### config.mk
export PLATFORM = sky130hd
export DESIGN_NAME = aluTop
export DESIGN_NICKNAME = d
export VERILOG_FILES = /design/src/aluPkg.sv /design/src/aluTop.sv /design/src/resultCollect.sv /design/src/operandDecode.sv /design/src/aluSlice.sv
export SDC_FILE = /design/constraint.sdc
export NUM_CORES = 1
export LEC_CHECK = 0
export ABC_AREA = 1
export ABC_CLOCK_PERIOD_IN_PS = 44700
export BUFFER_PORTS_ARGS = -buffer_cell sky130_fd_sc_hd__buf_2
export CAP_MARGIN = 10
export CELL_PAD_IN_SITES_DETAIL_PLACEMENT = 0
export CELL_PAD_IN_SITES_GLOBAL_PLACEMENT = 1
export CORE_MARGIN = 3
export CORE_UTILIZATION = 45
export DETAILED_ROUTE_END_ITERATION = 10
export PLACE_DENSITY = 0.88
export SLEW_MARGIN = 20
export SYNTH_ARGS = -nofsm -noshare
export SYNTH_HDL_FRONTEND = slang
export SYNTH_SLANG_ARGS = --single-unit
### constraint.sdc
create_clock -name clk -period 44.7 [get_ports clk]
set_input_delay 4.47 -clock clk [delete_from_list [all_inputs] [get_ports clk]]
set_output_delay 4.47 -clock clk [all_outputs]
set_load 0.05 [all_outputs]
### src/aluPkg.sv
// ALU widths, word type, opcode enum and slice function enum.
package aluPkg;

	// ~~~~~~~~~~~~~~~~~~~~
	// Widths
	// ~~~~~~~~~~~~~~~~~~~~

	localparam int dataWidth = 32; // Operand and result width.
	localparam int opWidth = 3; // Opcode width.
	localparam int funcWidth = 2; // Slice select width.

	// ~~~~~~~~~~~~~~~~~~~~
	// Word type
	// ~~~~~~~~~~~~~~~~~~~~

	typedef logic [dataWidth-1:0] aluWord;

	// ~~~~~~~~~~~~~~~~~~~~
	// Opcodes
	// ~~~~~~~~~~~~~~~~~~~~

	// Codes 5 to 7 have no name and act as no operation.
	typedef enum logic [opWidth-1:0]
	{
		opAdd = 3'd0, // x + y.
		opOr = 3'd1, // Bitwise OR.
		opAnd = 3'd2, // Bitwise AND.
		opSub = 3'd3, // x - y.
		opSlt = 3'd4 // Signed x < y.
	} aluOp;

	// ~~~~~~~~~~~~~~~~~~~~
	// Slice functions
	// ~~~~~~~~~~~~~~~~~~~~

	// What each one-bit slice drives onto its output.
	typedef enum logic [funcWidth-1:0]
	{
		funcSum = 2'd0, // Full adder sum.
		funcAnd = 2'd1, // a AND b.
		funcOr = 2'd2, // a OR b.
		funcNone = 2'd3 // Constant 0.
	} sliceFunc;

endpackage
### src/aluTop.sv
// ALU top level with decode stage, slice chain and collect stage.
`timescale 1ns/1ps

module aluTop
	import aluPkg::*;
(
	input logic clk,
	input logic rstN,
	input aluWord x,
	input aluWord y,
	input aluOp opcode,
	output aluWord f,
	output logic overflow,
	output logic cout,
	output logic zero
);

	aluWord aReg;
	aluWord bReg;
	sliceFunc func;
	logic carryIn;
	aluOp opStage;
	aluWord bitOut;
	logic [dataWidth:0] carry; // carry[k] enters slice k.

	// ~~~~~~~~~~~~~~~~~~~~
	// Decode stage
	// ~~~~~~~~~~~~~~~~~~~~

	operandDecode decode
	(
		.clk(clk),
		.rstN(rstN),
		.x(x),
		.y(y),
		.opcode(opcode),
		.aReg(aReg),
		.bReg(bReg),
		.func(func),
		.carryIn(carryIn),
		.opStage(opStage)
	);

	// ~~~~~~~~~~~~~~~~~~~~
	// Slice chain
	// ~~~~~~~~~~~~~~~~~~~~

	assign carry[0] = carryIn;

	for (genvar k = 0; k < dataWidth; k++)
	begin : gSlice
		aluSlice slice
		(
			.a(aReg[k]),
			.b(bReg[k]),
			.carryIn(carry[k]),
			.func(func),
			.bitOut(bitOut[k]),
			.carryOut(carry[k+1])
		);
	end

	// ~~~~~~~~~~~~~~~~~~~~
	// Collect stage
	// ~~~~~~~~~~~~~~~~~~~~

	resultCollect collect
	(
		.clk(clk),
		.rstN(rstN),
		.opStage(opStage),
		.bitOut(bitOut),
		.carryMsb(carry[dataWidth-1]), // Into bit 31.
		.carryOut(carry[dataWidth]), // Out of bit 31.
		.f(f),
		.overflow(overflow),
		.cout(cout),
		.zero(zero)
	);

endmodule

### src/resultCollect.sv
// Result assembly, set-less-than, flag logic and output registers.
`timescale 1ns/1ps

module resultCollect
	import aluPkg::*;
(
	input logic clk,
	input logic rstN,
	input aluOp opStage,
	input aluWord bitOut,
	input logic carryMsb,
	input logic carryOut,
	output aluWord f,
	output logic overflow,
	output logic cout,
	output logic zero
);

	logic overflowRaw;
	logic lessBit;
	aluWord nextF;
	logic nextOverflow;
	logic nextCout;
	logic nextZero;
	logic outLive;

	// ~~~~~~~~~~~~~~~~~~~~
	// Adder flags
	// ~~~~~~~~~~~~~~~~~~~~

	// Signed overflow from the carries around the top bit.
	assign overflowRaw = carryMsb ^ carryOut;

	// Sign of x - y, corrected when the difference overflowed.
	assign lessBit = bitOut[dataWidth-1] ^ overflowRaw;

	// ~~~~~~~~~~~~~~~~~~~~
	// Result select
	// ~~~~~~~~~~~~~~~~~~~~

	always_comb
	begin
		nextF = '0;
		nextOverflow = 1'b0;
		nextCout = 1'b0;
		case (opStage)
			opAdd:
			begin
				nextF = bitOut;
				nextOverflow = overflowRaw;
				nextCout = carryOut;
			end
			opSub:
			begin
				nextF = bitOut;
				nextOverflow = overflowRaw;
				nextCout = carryOut; // High when there is no borrow.
			end
			opAnd:
			begin
				nextF = bitOut;
			end
			opOr:
			begin
				nextF = bitOut;
			end
			opSlt:
			begin
				nextF = {{(dataWidth-1){1'b0}}, lessBit};
			end
			default:
			begin
				nextF = '0; // Codes 5 to 7.
			end
		endcase
	end

	assign nextZero = (nextF == '0);

	// ~~~~~~~~~~~~~~~~~~~~
	// Output registers
	// ~~~~~~~~~~~~~~~~~~~~

	// The decode stage still holds its reset values on the first edge
	// after release, so zero is kept low until real data arrives.
	always_ff @(posedge clk)
	begin
		if (!rstN)
		begin
			outLive <= 1'b0;
		end
		else
		begin
			outLive <= 1'b1;
		end
	end

	always_ff @(posedge clk)
	begin
		if (!rstN)
		begin
			f <= '0;
			overflow <= 1'b0;
			cout <= 1'b0;
			zero <= 1'b0;
		end
		else
		begin
			f <= nextF;
			overflow <= nextOverflow;
			cout <= nextCout;
			zero <= nextZero & outLive;
		end
	end

endmodule

### src/operandDecode.sv
// Operand registers and opcode decode into slice controls.
`timescale 1ns/1ps

module operandDecode
	import aluPkg::*;
(
	input logic clk,
	input logic rstN,
	input aluWord x,
	input aluWord y,
	input aluOp opcode,
	output aluWord aReg,
	output aluWord bReg,
	output sliceFunc func,
	output logic carryIn,
	output aluOp opStage
);

	sliceFunc nextFunc;
	logic invertB;
	logic nextCarry;
	aluWord bIn;

	// ~~~~~~~~~~~~~~~~~~~~
	// Opcode decode
	// ~~~~~~~~~~~~~~~~~~~~

	always_comb
	begin
		nextFunc = funcNone;
		invertB = 1'b0;
		nextCarry = 1'b0;
		case (opcode)
			opAdd:
			begin
				nextFunc = funcSum;
			end
			opOr:
			begin
				nextFunc = funcOr;
			end
			opAnd:
			begin
				nextFunc = funcAnd;
			end
			opSub:
			begin
				nextFunc = funcSum;
				invertB = 1'b1; // x + ~y + 1.
				nextCarry = 1'b1;
			end
			opSlt:
			begin
				// Same difference as subtract, the sign is picked later.
				nextFunc = funcSum;
				invertB = 1'b1;
				nextCarry = 1'b1;
			end
			default:
			begin
				nextFunc = funcNone; // Codes 5 to 7.
				invertB = 1'b0;
				nextCarry = 1'b0;
			end
		endcase
	end

	assign bIn = invertB ? ~y : y;

	// ~~~~~~~~~~~~~~~~~~~~
	// Stage registers
	// ~~~~~~~~~~~~~~~~~~~~

	always_ff @(posedge clk)
	begin
		if (!rstN)
		begin
			aReg <= '0;
			bReg <= '0;
			func <= funcNone;
			carryIn <= 1'b0;
			opStage <= opAdd;
		end
		else
		begin
			aReg <= x;
			bReg <= bIn;
			func <= nextFunc;
			carryIn <= nextCarry;
			opStage <= opcode; // Travels with the operands to the collect stage.
		end
	end

endmodule

### src/aluSlice.sv
// One-bit ALU slice with full adder, AND and OR.
`timescale 1ns/1ps

module aluSlice
	import aluPkg::*;
(
	input logic a,
	input logic b,
	input logic carryIn,
	input sliceFunc func,
	output logic bitOut,
	output logic carryOut
);

	logic halfSum;
	logic sum;
	logic andBit;
	logic orBit;

	// ~~~~~~~~~~~~~~~~~~~~
	// Full adder
	// ~~~~~~~~~~~~~~~~~~~~

	assign halfSum = a ^ b;
	assign sum = halfSum ^ carryIn;

	// Generate or propagate, independent of func.
	assign carryOut = (a & b) | (halfSum & carryIn);

	// ~~~~~~~~~~~~~~~~~~~~
	// Logic ops
	// ~~~~~~~~~~~~~~~~~~~~

	assign andBit = a & b;
	assign orBit = a | b;

	// ~~~~~~~~~~~~~~~~~~~~
	// Output select
	// ~~~~~~~~~~~~~~~~~~~~

	always_comb
	begin
		case (func)
			funcSum:
			begin
				bitOut = sum;
			end
			funcAnd:
			begin
				bitOut = andBit;
			end
			funcOr:
			begin
				bitOut = orBit;
			end
			default:
			begin
				bitOut = 1'b0; // funcNone.
			end
		endcase
	end

endmodule

After elaboration in Yosys (flattened, before gate mapping). Index checks and enable logic that the tools add are counted.

Register bits: 106. Bits of input ports: 69. Output and inout bits: 35.

Equal/unequal tests: 10. Multiplexer cells: 37. Bitwise operators: 196. Reduce and logical (&&, ||, !) cells: 9.

Operator list (number): 1-bit one-hot mux with 3 select lines (32); 1-bit bitwise XOR (66); 1-bit bitwise AND (65); 1-bit bitwise OR (64); 32-bit one-hot mux with 2 select lines (1); 32-bit zero test (1); 32-bit two-way mux (1); 32-bit NOT (1); 3-bit by 2-bit == test with 1-bit output (second input constant) (4); 3-bit by 1-bit == test with 1-bit output (second input constant) (2); 3-bit == test (second input constant) (2); 3-bit zero test (2); 2-bit one-hot mux with 3 select lines (1); 2-bit OR reduction (2); 4-bit OR reduction (1); 3-bit OR reduction (1); 2-bit by 1-bit == test with 1-bit output (second input constant) (1); 2-bit == test (second input constant) (1); 2-bit zero test (1); 1-bit two-way mux (2); 2-bit AND reduction (1).

Depth between registers and ports, before layout. Gate-level depths: netlist (run 1).

Depth after elaboration: 70. Depth in mapped cells: 43.

Cells and area by module. From an unflattened synthesis (run 1), not the netlist that was laid out.

Cells, all modules: 873. Area, all modules: 6657.6 µm².

Modules (own cells, without submodules): aluSlice (times used 32, cells an instance 12, area each 90.1 µm², seq. area each 0.0 µm²); operandDecode (times used 1, cells an instance 331, area each 2546.2 µm², seq. area each 1401.3 µm²); resultCollect (times used 1, cells an instance 158, area each 1228.7 µm², seq. area each 720.7 µm²).

Least setup slack after synthesis (run 1). No wires, ideal clock.

Path kind: reg-to-reg. Start: reg decode.bReg[0]. End: reg collect.zero. Arrival time: 15.340 ns. Data required time: 44.636 ns. Slack: 29.297 ns. Stages on the path, launching flop included: 44. Path buffers: 0. Cells stage by stage: dfxtp_1 fa_1 inv_1 fa_1 fa_1 fa_1 fa_1 fa_1 fa_1 fa_1 fa_1 fa_1 fa_1 fa_1 fa_1 fa_1 fa_1 fa_1 [... 8 more ...] fa_1 fa_1 fa_1 fa_1 fa_1 fa_1 fa_1 fa_1 inv_1 nand2_1 nand3_1 nand2_1 nand2_1 nor2_1 nand2_1 nor2_1 nand2_1 nor2_1.

Longest elaborated chain between the ends: 70. Elaborated cells on any way between the ends: 136. Classes of those cells: mux (33); bitwise (102); reduce/logical (1).

Ends and longest elaborated chain: from (decl) (RTL line operandDecode.sv:13) `output aluWord bReg,`; from (signal assigned) (RTL line operandDecode.sv:87) `bReg <= bIn;`; 1-bit bitwise XOR (RTL line aluSlice.sv:24) `assign halfSum = a ^ b;`; 1-bit bitwise AND (RTL line aluSlice.sv:28) `assign carryOut = (a & b) | (halfSum & carryIn);`; 1-bit bitwise OR (RTL line aluSlice.sv:28); 1-bit bitwise AND (RTL line aluSlice.sv:28); 1-bit bitwise OR (RTL line aluSlice.sv:28); 1-bit bitwise AND (RTL line aluSlice.sv:28); 1-bit bitwise OR (RTL line aluSlice.sv:28); 1-bit bitwise AND (RTL line aluSlice.sv:28); [... 54 more ...]; 1-bit bitwise OR (RTL line aluSlice.sv:28); 1-bit bitwise AND (RTL line aluSlice.sv:28); 1-bit bitwise OR (RTL line aluSlice.sv:28); 1-bit bitwise XOR (RTL line resultCollect.sv:32) `assign overflowRaw = carryMsb ^ carryOut;`; 1-bit bitwise XOR (RTL line resultCollect.sv:35) `assign lessBit = bitOut[dataWidth-1] ^ overflowRaw;`; 32-bit one-hot mux with 2 select lines * (RTL line resultCollect.sv:46) `case (opStage)`; 32-bit zero test * (RTL line resultCollect.sv:78) `assign nextZero = (nextF == '0);`; 1-bit bitwise AND * (RTL line resultCollect.sv:112) `zero <= nextZero & outLive;`; to (signal assigned) (RTL line resultCollect.sv:112); to (decl) (RTL line resultCollect.sv:16) `output logic zero`.

Every way passes the cells marked *; elsewhere a longest branch is shown, timed or not. A chain may end at the register's enable or synchronous reset.

Worst setup path in the final report (run 1). Ends and elaborated chain as after synthesis.

==> metrics.md, run 1 <==
| Metric | Value |
|---|---|
| Max-slew headroom | `28.5%` |
| Mux share of post-synthesis cell area | `0%` |
| CP most frequent cell | `fa_1` |
| # rows | `41` |
| GRT Util Overall | `17.8%` |
| Fin. max-slew vios | `0` |
| Cells after Synth | `739` |
| Critical path data arrival time | `16.28 ns` |
| Post-CTS Setup Inserts | `0` |
| CTS buffer count | `9` |
| Sequential element share of the synthesized area | `36.2%` |
| CTS resizes | `0` |
| Largest net degree at the start of global routing | `74` |
| Most frequent cells in the layout | `inv_1, nand2_1, dfxtp_1` |
| Synth area leaders | `dfxtp_1, ha_1, fa_1` |
| Buf+Inv Stages, Crit Path | `2` |
| Area growth syn-to-layout | `14.5%` |
| Via-to-Cell Ratio | `4.36` |
| Core Footprint | `12700 µm²` |
| Pwr per Cell Area | `31.8 nW/µm²` |
| DRC | `0` |
| Startpoint types | `flop` |
| Io pins | `104` |
| Fmax | `62.5 MHz` |
| TritonCTS clock tree | `yes` |
| Worst Max-Slew Pin Slew | `1.07 ns` |
| Outcome | `finished, final reports clean` |
| Via count | `4364` |
| Tcrit/Tclk final | `35.8%` |
| Unique cell type count in the Yosys netlist | `25` |
| XOR/XNOR Fraction of Synth Area | `0.448%` |
| First-pass GRT wire length | `20400 µm` |
| # nets final | `989` |
| Syn avg cell area | `7.93 µm²` |
| Synth Register Bits | `106` |
| Critical path class | `reg2reg` |
| Clock sink count | `106` |
| Die height | `120 µm` |
| HPWL after detailed placement | `9220 µm` |
| CTS max path bufs | `2` |
| Critical path peak fanout | `3` |
| Synthesized area | `5860 µm²` |
| Setup TNS Final | `0 ns` |
| Simple-Gate Fraction of Synth Area | `19.4%` |
| Post-synth EDFFs | `0` |
| Post-Route WL | `12200 µm` |
| Worst-Skew Late Latency | `0.34 ns` |
| Hold WS | `0.584 ns` |
| Largest area contributor in the netlist | `dfxtp_1` |
| Yosys Warn Count | `0` |
| Setup Skew | `0.00452 ns` |
| Die width | `120 µm` |
| Synth top area share | `36.2%` |
| Hold Vio Cnt, Final | `0` |
| Worst hold path type | `reg2reg` |
| Placed instance area | `6440 µm²` |
| Commonest non-fill, non-tap cell in the layout | `inv_1` |
| Cts hold-fix bufs | `0` |
| Cell count after placement | `985` |
| N_diodes | `0` |
| FFs w/ async S/R, synth | `0%` |
| Lkg Pwr | `3.68 nW` |
| Slowest-stage cell, CP | `fa_1` |
| Setup violators final | `0` |
| Unrepaired setup endpoints after global routing | `false` |
| Worst EP required | `44.98 ns` |
| Final Cell Area | `6710 µm²` |
| CTS H-Tree Depth | `3` |
| Critical Path End Type | `flop` |
| Antenna viol nets, final | `0` |
| Max_cap viols | `0` |
| Finished Layout Cells | `1000` |
| Top delay family on crit path | `adder cells` |
| Initial DRC Count | `243` |
| Peak supply drop | `18.0 µV` |
| Initial Util | `46.3%` |
| CTS root buf | `clkbuf_16` |
| Tmin final | `15.99 ns` |
| Synth Area in Compound Gates | `6.00%` |
| Detailed Routing Iterations Pass 1 | `4` |
| Layout cell share with drive strength beyond 1 | `15.0%` |
| Clk slew on worst S/H paths | `0.07 ns` |
| Die area | `14400 µm²` |
| Synth Area in Adders | `24.6%` |
| Initial antenna violation count | `1` |
| GRT overflow | `0` |
| I/O Buffers | `103` |
| Main combinational cell family by area after synthesis | `adder cells` |
| Vias in the first global route | `4351` |
| Syn nets | `904` |
| Crit-path max cell delay | `0.55 ns` |
| Avg WL per Cell | `12.2 µm` |
| Top FF cell, synth | `dfxtp_1` |
| GPL Wtd Cong | `0.821` |
Yosys cell counts (4+ instances only):
master and number:
nand2_1 153, o21ai_0 32, buf_6 5, buf_4 4
clkbuf_1 17, inv_1 159, fa_1 32, nand3b_1 8
a21oi_1 35, dfxtp_1 106, ha_1 64, nand3_1 61
nor2_1 45
registers in the layout, summed over array words and instances, names as in the netlist:
| signal | count |
|---|---|
| collect.overflow | 1 |
| decode.opStage | 3 |
| decode.aReg | 32 |
| decode.carryIn | 1 |
| decode.func | 2 |
| collect.f | 32 |
| collect.zero | 1 |
| collect.outLive | 1 |
| decode.bReg | 32 |
| collect.cout | 1 |
cell type report:
type                    count  area [µm²]
clock inverters             2        12.5
inverters                 162         608
repair buffers            106         538
fillers                  1252        5960
well taps                 172         215
clock buffers              13         260
flip-flops and latches    106        2120
multi-input cells         439        2960
logic make-up after synthesis:
| group | Yosys count |
|---|---|
| and+or+nand+nor | 271 |
| buffers and inverters | 194 |
| DFF | 106 |
| adders and majority gates | 96 |
| AOI/OAI and AO/OA | 69 |
| xor gates and xnor gates | 3 |
layer usage:
layer  global-route usage [%]  part of all wire [%]
met1                     24.4                    49
met2                     28.3                    43
met3                     2.59                   5.6
met4                     7.23                   2.4
met5                        0                  0.11
path summary, 6_finish.rpt:
path	start	end	slack, ns	depth (start not counted)
setup / recovery	decode.bReg[0]$_SDFF_PN0_	collect.zero$_SDFF_PN0_	28.71	43
hold reg to reg	decode.opStage[0]$_SDFF_PN0_	collect.overflow$_SDFF_PN0_	0.58	3
hold / removal	decode.opStage[0]$_SDFF_PN0_	collect.overflow$_SDFF_PN0_	0.58	3
setup reg to reg	decode.bReg[0]$_SDFF_PN0_	collect.zero$_SDFF_PN0_	28.71	43
power breakdown:
| part | internal [mW] | leakage, nW | switching (mW) |
|---|---|---|---|
| Sequential | 0.0997 | 0.876 | 0.00311 |
| Combinational | 0.0127 | 2.67 | 0.0246 |
| Clock | 0.0405 | 0.132 | 0.0326 |
| Total | 0.153 | 3.68 | 0.0603 |
worst reg2reg max path: cells and delay by family (launching register included):
| family | cells | cell delay [ns] |
|---|---|---|
| and+or+nand+nor | 9 | 0.75 |
| buffers and inverters | 2 | 0.10 |
| DFF | 1 | 0.39 |
| adders and majority gates | 32 | 14.73 |
stage by stage:
| stage | total power, mW | util [%] | setup slack [ns] |
|---|---|---|---|
| global route | 0.226 | 53.0 | 27.95 |
| detailed placement | 0.143 | 50.8 | 28.60 |
| floorplan | 0.132 | - | 29.30 |
| global placement | 0.141 | 50.8 | 28.77 |
| finish | 0.213 | 53.0 | 28.71 |
| CTS | 0.215 | 53.0 | 28.57 |
Note: power is estimated with default switching activity, not from simulation.
==> inputs of run 2 (changes only) <==
- ABC_CLOCK_PERIOD_IN_PS: 44700 -> 16600
- CORE_UTILIZATION: 45 -> 41
- PLACE_DENSITY: 0.88 -> 0.82
- clock period: 44.7 -> 16.6 ns (I/O delays scaled with it)
==> metrics.md, run 2 (same netlist as run 1, synthesis figures left out) <==
| Metric | Value |
|---|---|
| Hold Vio Cnt, Final | `0` |
| CTS max path bufs | `2` |
| Slowest-stage cell, CP | `fa_1` |
| Critical path peak fanout | `3` |
| Max-slew headroom | `35.2%` |
| Placed instance area | `6450 µm²` |
| # nets final | `989` |
| Vias in the first global route | `4247` |
| Critical path data arrival time | `16.14 ns` |
| Fin. max-slew vios | `0` |
| Setup Skew | `0.00592 ns` |
| Fmax | `63.1 MHz` |
| Most frequent cells in the layout | `inv_1, nand2_1, dfxtp_1` |
| Multi-input gate area | `2970 µm²` |
| Pwr per Cell Area | `86.6 nW/µm²` |
| Worst Max-Slew Pin Slew | `0.971 ns` |
| CTS buffer count | `9` |
| CTS H-Tree Depth | `3` |
| Critical Path End Type | `flop` |
| Lkg Pwr | `3.69 nW` |
| Area growth syn-to-layout | `15.1%` |
| Critical path class | `reg2reg` |
| Top Registers | `collect.f (32), decode.aReg (32), decode.bReg (32)` |
| Tcrit/Tclk final | `95.5%` |
| I/O Buffers | `103` |
| Commonest non-fill, non-tap cell in the layout | `inv_1` |
| Cts hold-fix bufs | `0` |
| Final Cell Area | `6750 µm²` |
| Largest net degree at the start of global routing | `74` |
| GPL Wtd Cong | `0.789` |
| CP most frequent cell | `fa_1` |
| Via count | `4297` |
| Initial DRC Count | `196` |
| TritonCTS clock tree | `yes` |
| Worst setup margin | `0.745 ns` |
| Setup violators final | `0` |
| First-pass GRT wire length | `20500 µm` |
| Post-Route WL | `12300 µm` |
| Outcome | `finished, final reports clean` |
| Clock sink count | `106` |
| Worst-Skew Late Latency | `0.35 ns` |
| Antenna viol nets, final | `0` |
| Crit-path max cell delay | `0.54 ns` |
| Register Area | `2120 µm²` |
| HPWL after detailed placement | `9170 µm` |
| Initial antenna violation count | `0` |
| Startpoint types | `flop` |
| Die width | `126 µm` |
| DRC | `0` |
| Setup TNS Final | `0 ns` |
| Core Footprint | `13900 µm²` |
| Clk slew on worst S/H paths | `0.07 ns` |
| Io pins | `104` |
| Dpl ws | `0.532 ns` |
| FILL cells | `1427` |
| # rows | `43` |
| Peak supply drop | `45.0 µV` |
| Avg WL per Cell | `12.2 µm` |
| Layout cell share with drive strength beyond 1 | `15.4%` |
| Unrepaired setup endpoints after global routing | `false` |
| Tmin final | `15.85 ns` |
| Die height | `126 µm` |
| CTS root buf | `clkbuf_16` |
| Via-to-Cell Ratio | `4.26` |
| Die area | `15800 µm²` |
| Worst hold path type | `reg2reg` |
| Detailed Routing Iterations Pass 1 | `4` |
| Max_cap viols | `0` |
| N_diodes | `0` |
| GRT Util Overall | `16.1%` |
| Initial Util | `42.1%` |
| GRT overflow | `0` |
| Worst EP required | `16.89 ns` |
-- run 2: cell count changes in the layout (fill, tap and decap cells not counted), sizes merged --
cell	before	now
bufinv	0	1
clkbuf	13	11
clkinv	2	3
clkinvlp	1	2
-- run 2: layout make-up --
cell class,count,area share [%]
clock inverters,5,0.816
repair buffers,106,7.97
well taps,180,3.34
multi-input cells,439,44.0
inverters,162,9.01
clock buffers,11,3.45
flip-flops and latches,106,31.5
-- run 2: final timing paths --
path         cells past startpoint  slack, ns                          from                 endpoint
min reg2reg                      3       0.57  decode.opStage[0]$_SDFF_PN0_  collect.cout$_SDFF_PN0_
max                             43       0.75     decode.aReg[0]$_SDFF_PN0_  collect.zero$_SDFF_PN0_
max reg2reg                     43       0.75     decode.aReg[0]$_SDFF_PN0_  collect.zero$_SDFF_PN0_
min                              3       0.57  decode.opStage[0]$_SDFF_PN0_  collect.cout$_SDFF_PN0_
-- run 2: repair_timing --
item / 4_1_cts / 5_1_grt
endpoints found under the setup margin: 0 / 1
resized for setup: 0 / 3
setup buffers: 0 / 0
-- run 2: power breakdown --
group / switching, mW / total (mW) / internal (mW)
combinational: 0.0655 / 0.0997 / 0.0342
clock: 0.0908 / 0.207 / 0.116
sequential: 0.00873 / 0.277 / 0.269
total: 0.165 / 0.584 / 0.419
-- run 2: stage by stage --
step / cells / hold WS [ns] / util [%] / total power [mW]
6_report: 1009 / 0.572 / 48.4 / 0.584
5_1_grt: 1009 / 0.621 / 48.4 / 0.618
4_1_cts: 1009 / 0.577 / 48.4 / 0.590
3_3_place_gp: 993 / 0.570 / 46.3 / 0.382
2_1_floorplan: 739 / 0.536 / - / 0.355
3_5_place_dp: 993 / 0.570 / 46.3 / 0.384
-- run 2: critical path: cells and delay by family, from the launching register on --
family / cells / cell delay, ns
fa+ha+maj: 32 / 14.63
buf+inv: 2 / 0.09
flops: 1 / 0.37
simple gates: 9 / 0.70
-- run 2: routing by layer --
layer / GRT usage, % / share of wire (%) / routed length (µm) / vias to the layer above
li1: - / - / - / 2354
met3: 3.25 / 5.4 / 664 / 16
met1: 22.8 / 50 / 6140 / 1838
met5: 0 / 0 / 0 / -
met2: 24.6 / 43 / 5270 / 89
met4: 5.42 / 1.8 / 217 / 0
==> inputs of run 3 (changes only) <==
- ABC_AREA: 1 -> unset
- CORE_UTILIZATION: 41 -> 43
- SETUP_SLACK_MARGIN: unset -> 0.2
==> metrics.md, run 3 <==
| Metric | Value |
|---|---|
| Area growth syn-to-layout | `16.2%` |
| Max_cap viols | `0` |
| Syn avg cell area | `10.1 µm²` |
| Syn nets | `734` |
| Critical path class | `reg2reg` |
| CTS max path bufs | `2` |
| Sequential element share of the synthesized area | `37.1%` |
| Worst hold path type | `reg2reg` |
| CTS buffer count | `9` |
| Yosys Warn Count | `0` |
| FFs w/ async S/R, synth | `0%` |
| Most common library cells after synthesis | `dfxtp_1, inv_1, ha_1, nor2_1, and2_1` |
| Setup TNS Final | `0 ns` |
| Critical Path End Type | `flop` |
| Final Cell Area | `6650 µm²` |
| Worst EP required | `16.90 ns` |
| GPL Wtd Cong | `0.771` |
| Die height | `121 µm` |
| Cts hold-fix bufs | `0` |
| Synth Register Bits | `106` |
| Synth area leaders | `dfxtp_1, ha_1, fa_1` |
| # nets final | `820` |
| Clock sink count | `106` |
| Via count | `3849` |
| DRC | `0` |
| First-pass GRT wire length | `18600 µm` |
| Io pins | `104` |
| Tmin final | `15.80 ns` |
| Initial antenna violation count | `0` |
| Vias in the first global route | `4071` |
| Fin. max-slew vios | `0` |
| Utilization after layout | `51.9%` |
| CP most frequent cell | `fa_1` |
| Startpoint types | `flop` |
| Synthesized area | `5720 µm²` |
| Post-Route WL | `11300 µm` |
| Peak supply drop | `72.4 µV` |
| N_diodes | `0` |
| Top delay family on crit path | `adder cells` |
| Most frequent cells in the layout | `dfxtp_1, buf_2, inv_1` |
| Lkg Pwr | `3.06 nW` |
| GRT Util Overall | `16.1%` |
| Layout cell share with drive strength beyond 1 | `21.1%` |
| M2 GR Usage | `26.1%` |
| Cells after Synth | `569` |
| Worst-Skew Late Latency | `0.36 ns` |
| Slowest-stage cell, CP | `fa_1` |
| Worst Max-Slew Pin Slew | `0.944 ns` |
| Tcrit/Tclk final | `95.2%` |
| Synth top area share | `37.1%` |
| Unique cell type count in the Yosys netlist | `44` |
| Unrepaired setup endpoints after global routing | `false` |
| Met1 Use GR | `20.9%` |
| Setup violators final | `0` |
| Buf+Inv Stages, Crit Path | `1` |
| Crit-path max cell delay | `0.47 ns` |
| Post-synth EDFFs | `0` |
| Setup Skew | `0.0120 ns` |
| Top-count cell post-synth | `dfxtp_1` |
| Placed instance area | `6310 µm²` |
| Pwr per Cell Area | `90.6 nW/µm²` |
| Outcome | `finished, final reports clean` |
| Die width | `121 µm` |
| Fmax | `63.3 MHz` |
| Initial Util | `44.6%` |
| Largest net degree at the start of global routing | `56` |
| Hold Vio Cnt, Final | `0` |
| Top Registers | `collect.f (32), decode.aReg (32), decode.bReg (32)` |
| CTS H-Tree Depth | `3` |
| Avg WL per Cell | `13.6 µm` |
| Clk slew on worst S/H paths | `0.07 ns` |
| Max-slew headroom | `37.0%` |
| Die area | `14700 µm²` |
| Core Footprint | `12800 µm²` |
| HPWL after detailed placement | `7850 µm` |
| GRT busiest layer | `met2` |
| GR Util met3 | `4.10%` |
| I/O Buffers | `103` |
| Initial DRC Count | `163` |
| Detailed Routing Iterations Pass 1 | `4` |
| GRT overflow | `0` |
| Critical path data arrival time | `16.10 ns` |
| TritonCTS clock tree | `yes` |
| Largest area contributor in the netlist | `dfxtp_1` |
| Critical path peak fanout | `3` |
| Via-to-Cell Ratio | `4.63` |
| # rows | `41` |
| CTS root buf | `clkbuf_16` |
| Antenna viol nets, final | `0` |
| Top FF cell, synth | `dfxtp_1` |
## run 3: logic make-up after synthesis
| logic type | Yosys count | synth area share, % |
|---|---|---|
| XOR/XNOR | 35 | 5.36 |
| multiplexers | 17 | 2.97 |
| flip-flops | 106 | 37.1 |
| buffers and inverters | 114 | 8.42 |
| AO/OA/AOI/OAI | 48 | 6.60 |
| AND/OR/NAND/NOR | 153 | 14.4 |
| adder cells (fa/ha/maj) | 96 | 25.2 |
## run 3: area by class of cell
class                   instances  area (µm²)
fillers                      1212        6170
clock buffers                  11         253
clock inverters                 4        51.3
flip-flops and latches        106        2130
multi-input cells             349        3160
repair buffers                106         538
inverters                      83         312
well taps                     172         215
## run 3: per-stage QoR
stage / power [mW] / instances / worst slack, ns / hold slack [ns]
finish: 0.603 / 831 / 0.804 / 0.571
global route: 0.635 / 831 / 0.211 / 0.606
CTS: 0.609 / 831 / 0.253 / 0.575
detailed placement: 0.394 / 816 / 0.0793 / 0.559
global placement: 0.390 / 816 / 0.207 / 0.565
floorplan: 0.365 / 569 / 0.698 / 0.523
## run 3: worst paths after layout
path                                           startpoint  slack [ns]                      end  cells past startpoint
worst max-delay path            decode.bReg[0]$_SDFF_PN0_        0.80  collect.f[0]$_SDFF_PN0_                     39
worst min-delay path              collect.outLive$_DFF_P_        0.57  collect.zero$_SDFF_PN0_                      4
worst max register to register  decode.bReg[0]$_SDFF_PN0_        0.80  collect.f[0]$_SDFF_PN0_                     39
worst min register to register    collect.outLive$_DFF_P_        0.57  collect.zero$_SDFF_PN0_                      4
## run 3: power by group
group	internal, mW	switching [mW]	leakage [nW]	total, mW
combinational	0.0451	0.0657	2.04	0.111
sequential	0.270	0.00766	0.876	0.277
clock	0.124	0.0901	0.148	0.214
total	0.439	0.163	3.06	0.603
## run 3: worst min-delay path, cell delays in order (launching register included)
cell and delay [ns]:
dfxtp_1 0.30, nand2_1 0.05, nor4_1 0.04, nand3_1 0.09, nor3_2 0.04
## run 3: layer usage
layer	share of wire (%)	routed length [µm]
met4	1.1	129
met2	47	5320
met3	4.9	556
met5	0	0
met1	47	5270
## run 3: repair_timing
item / in CTS / in global routing
hold endpoints to repair: 0 / 0
pin swaps: 1 / 2
setup buffers: 0 / 0
endpoints found under the setup margin: 2 / 2
resized for setup: 4 / 7
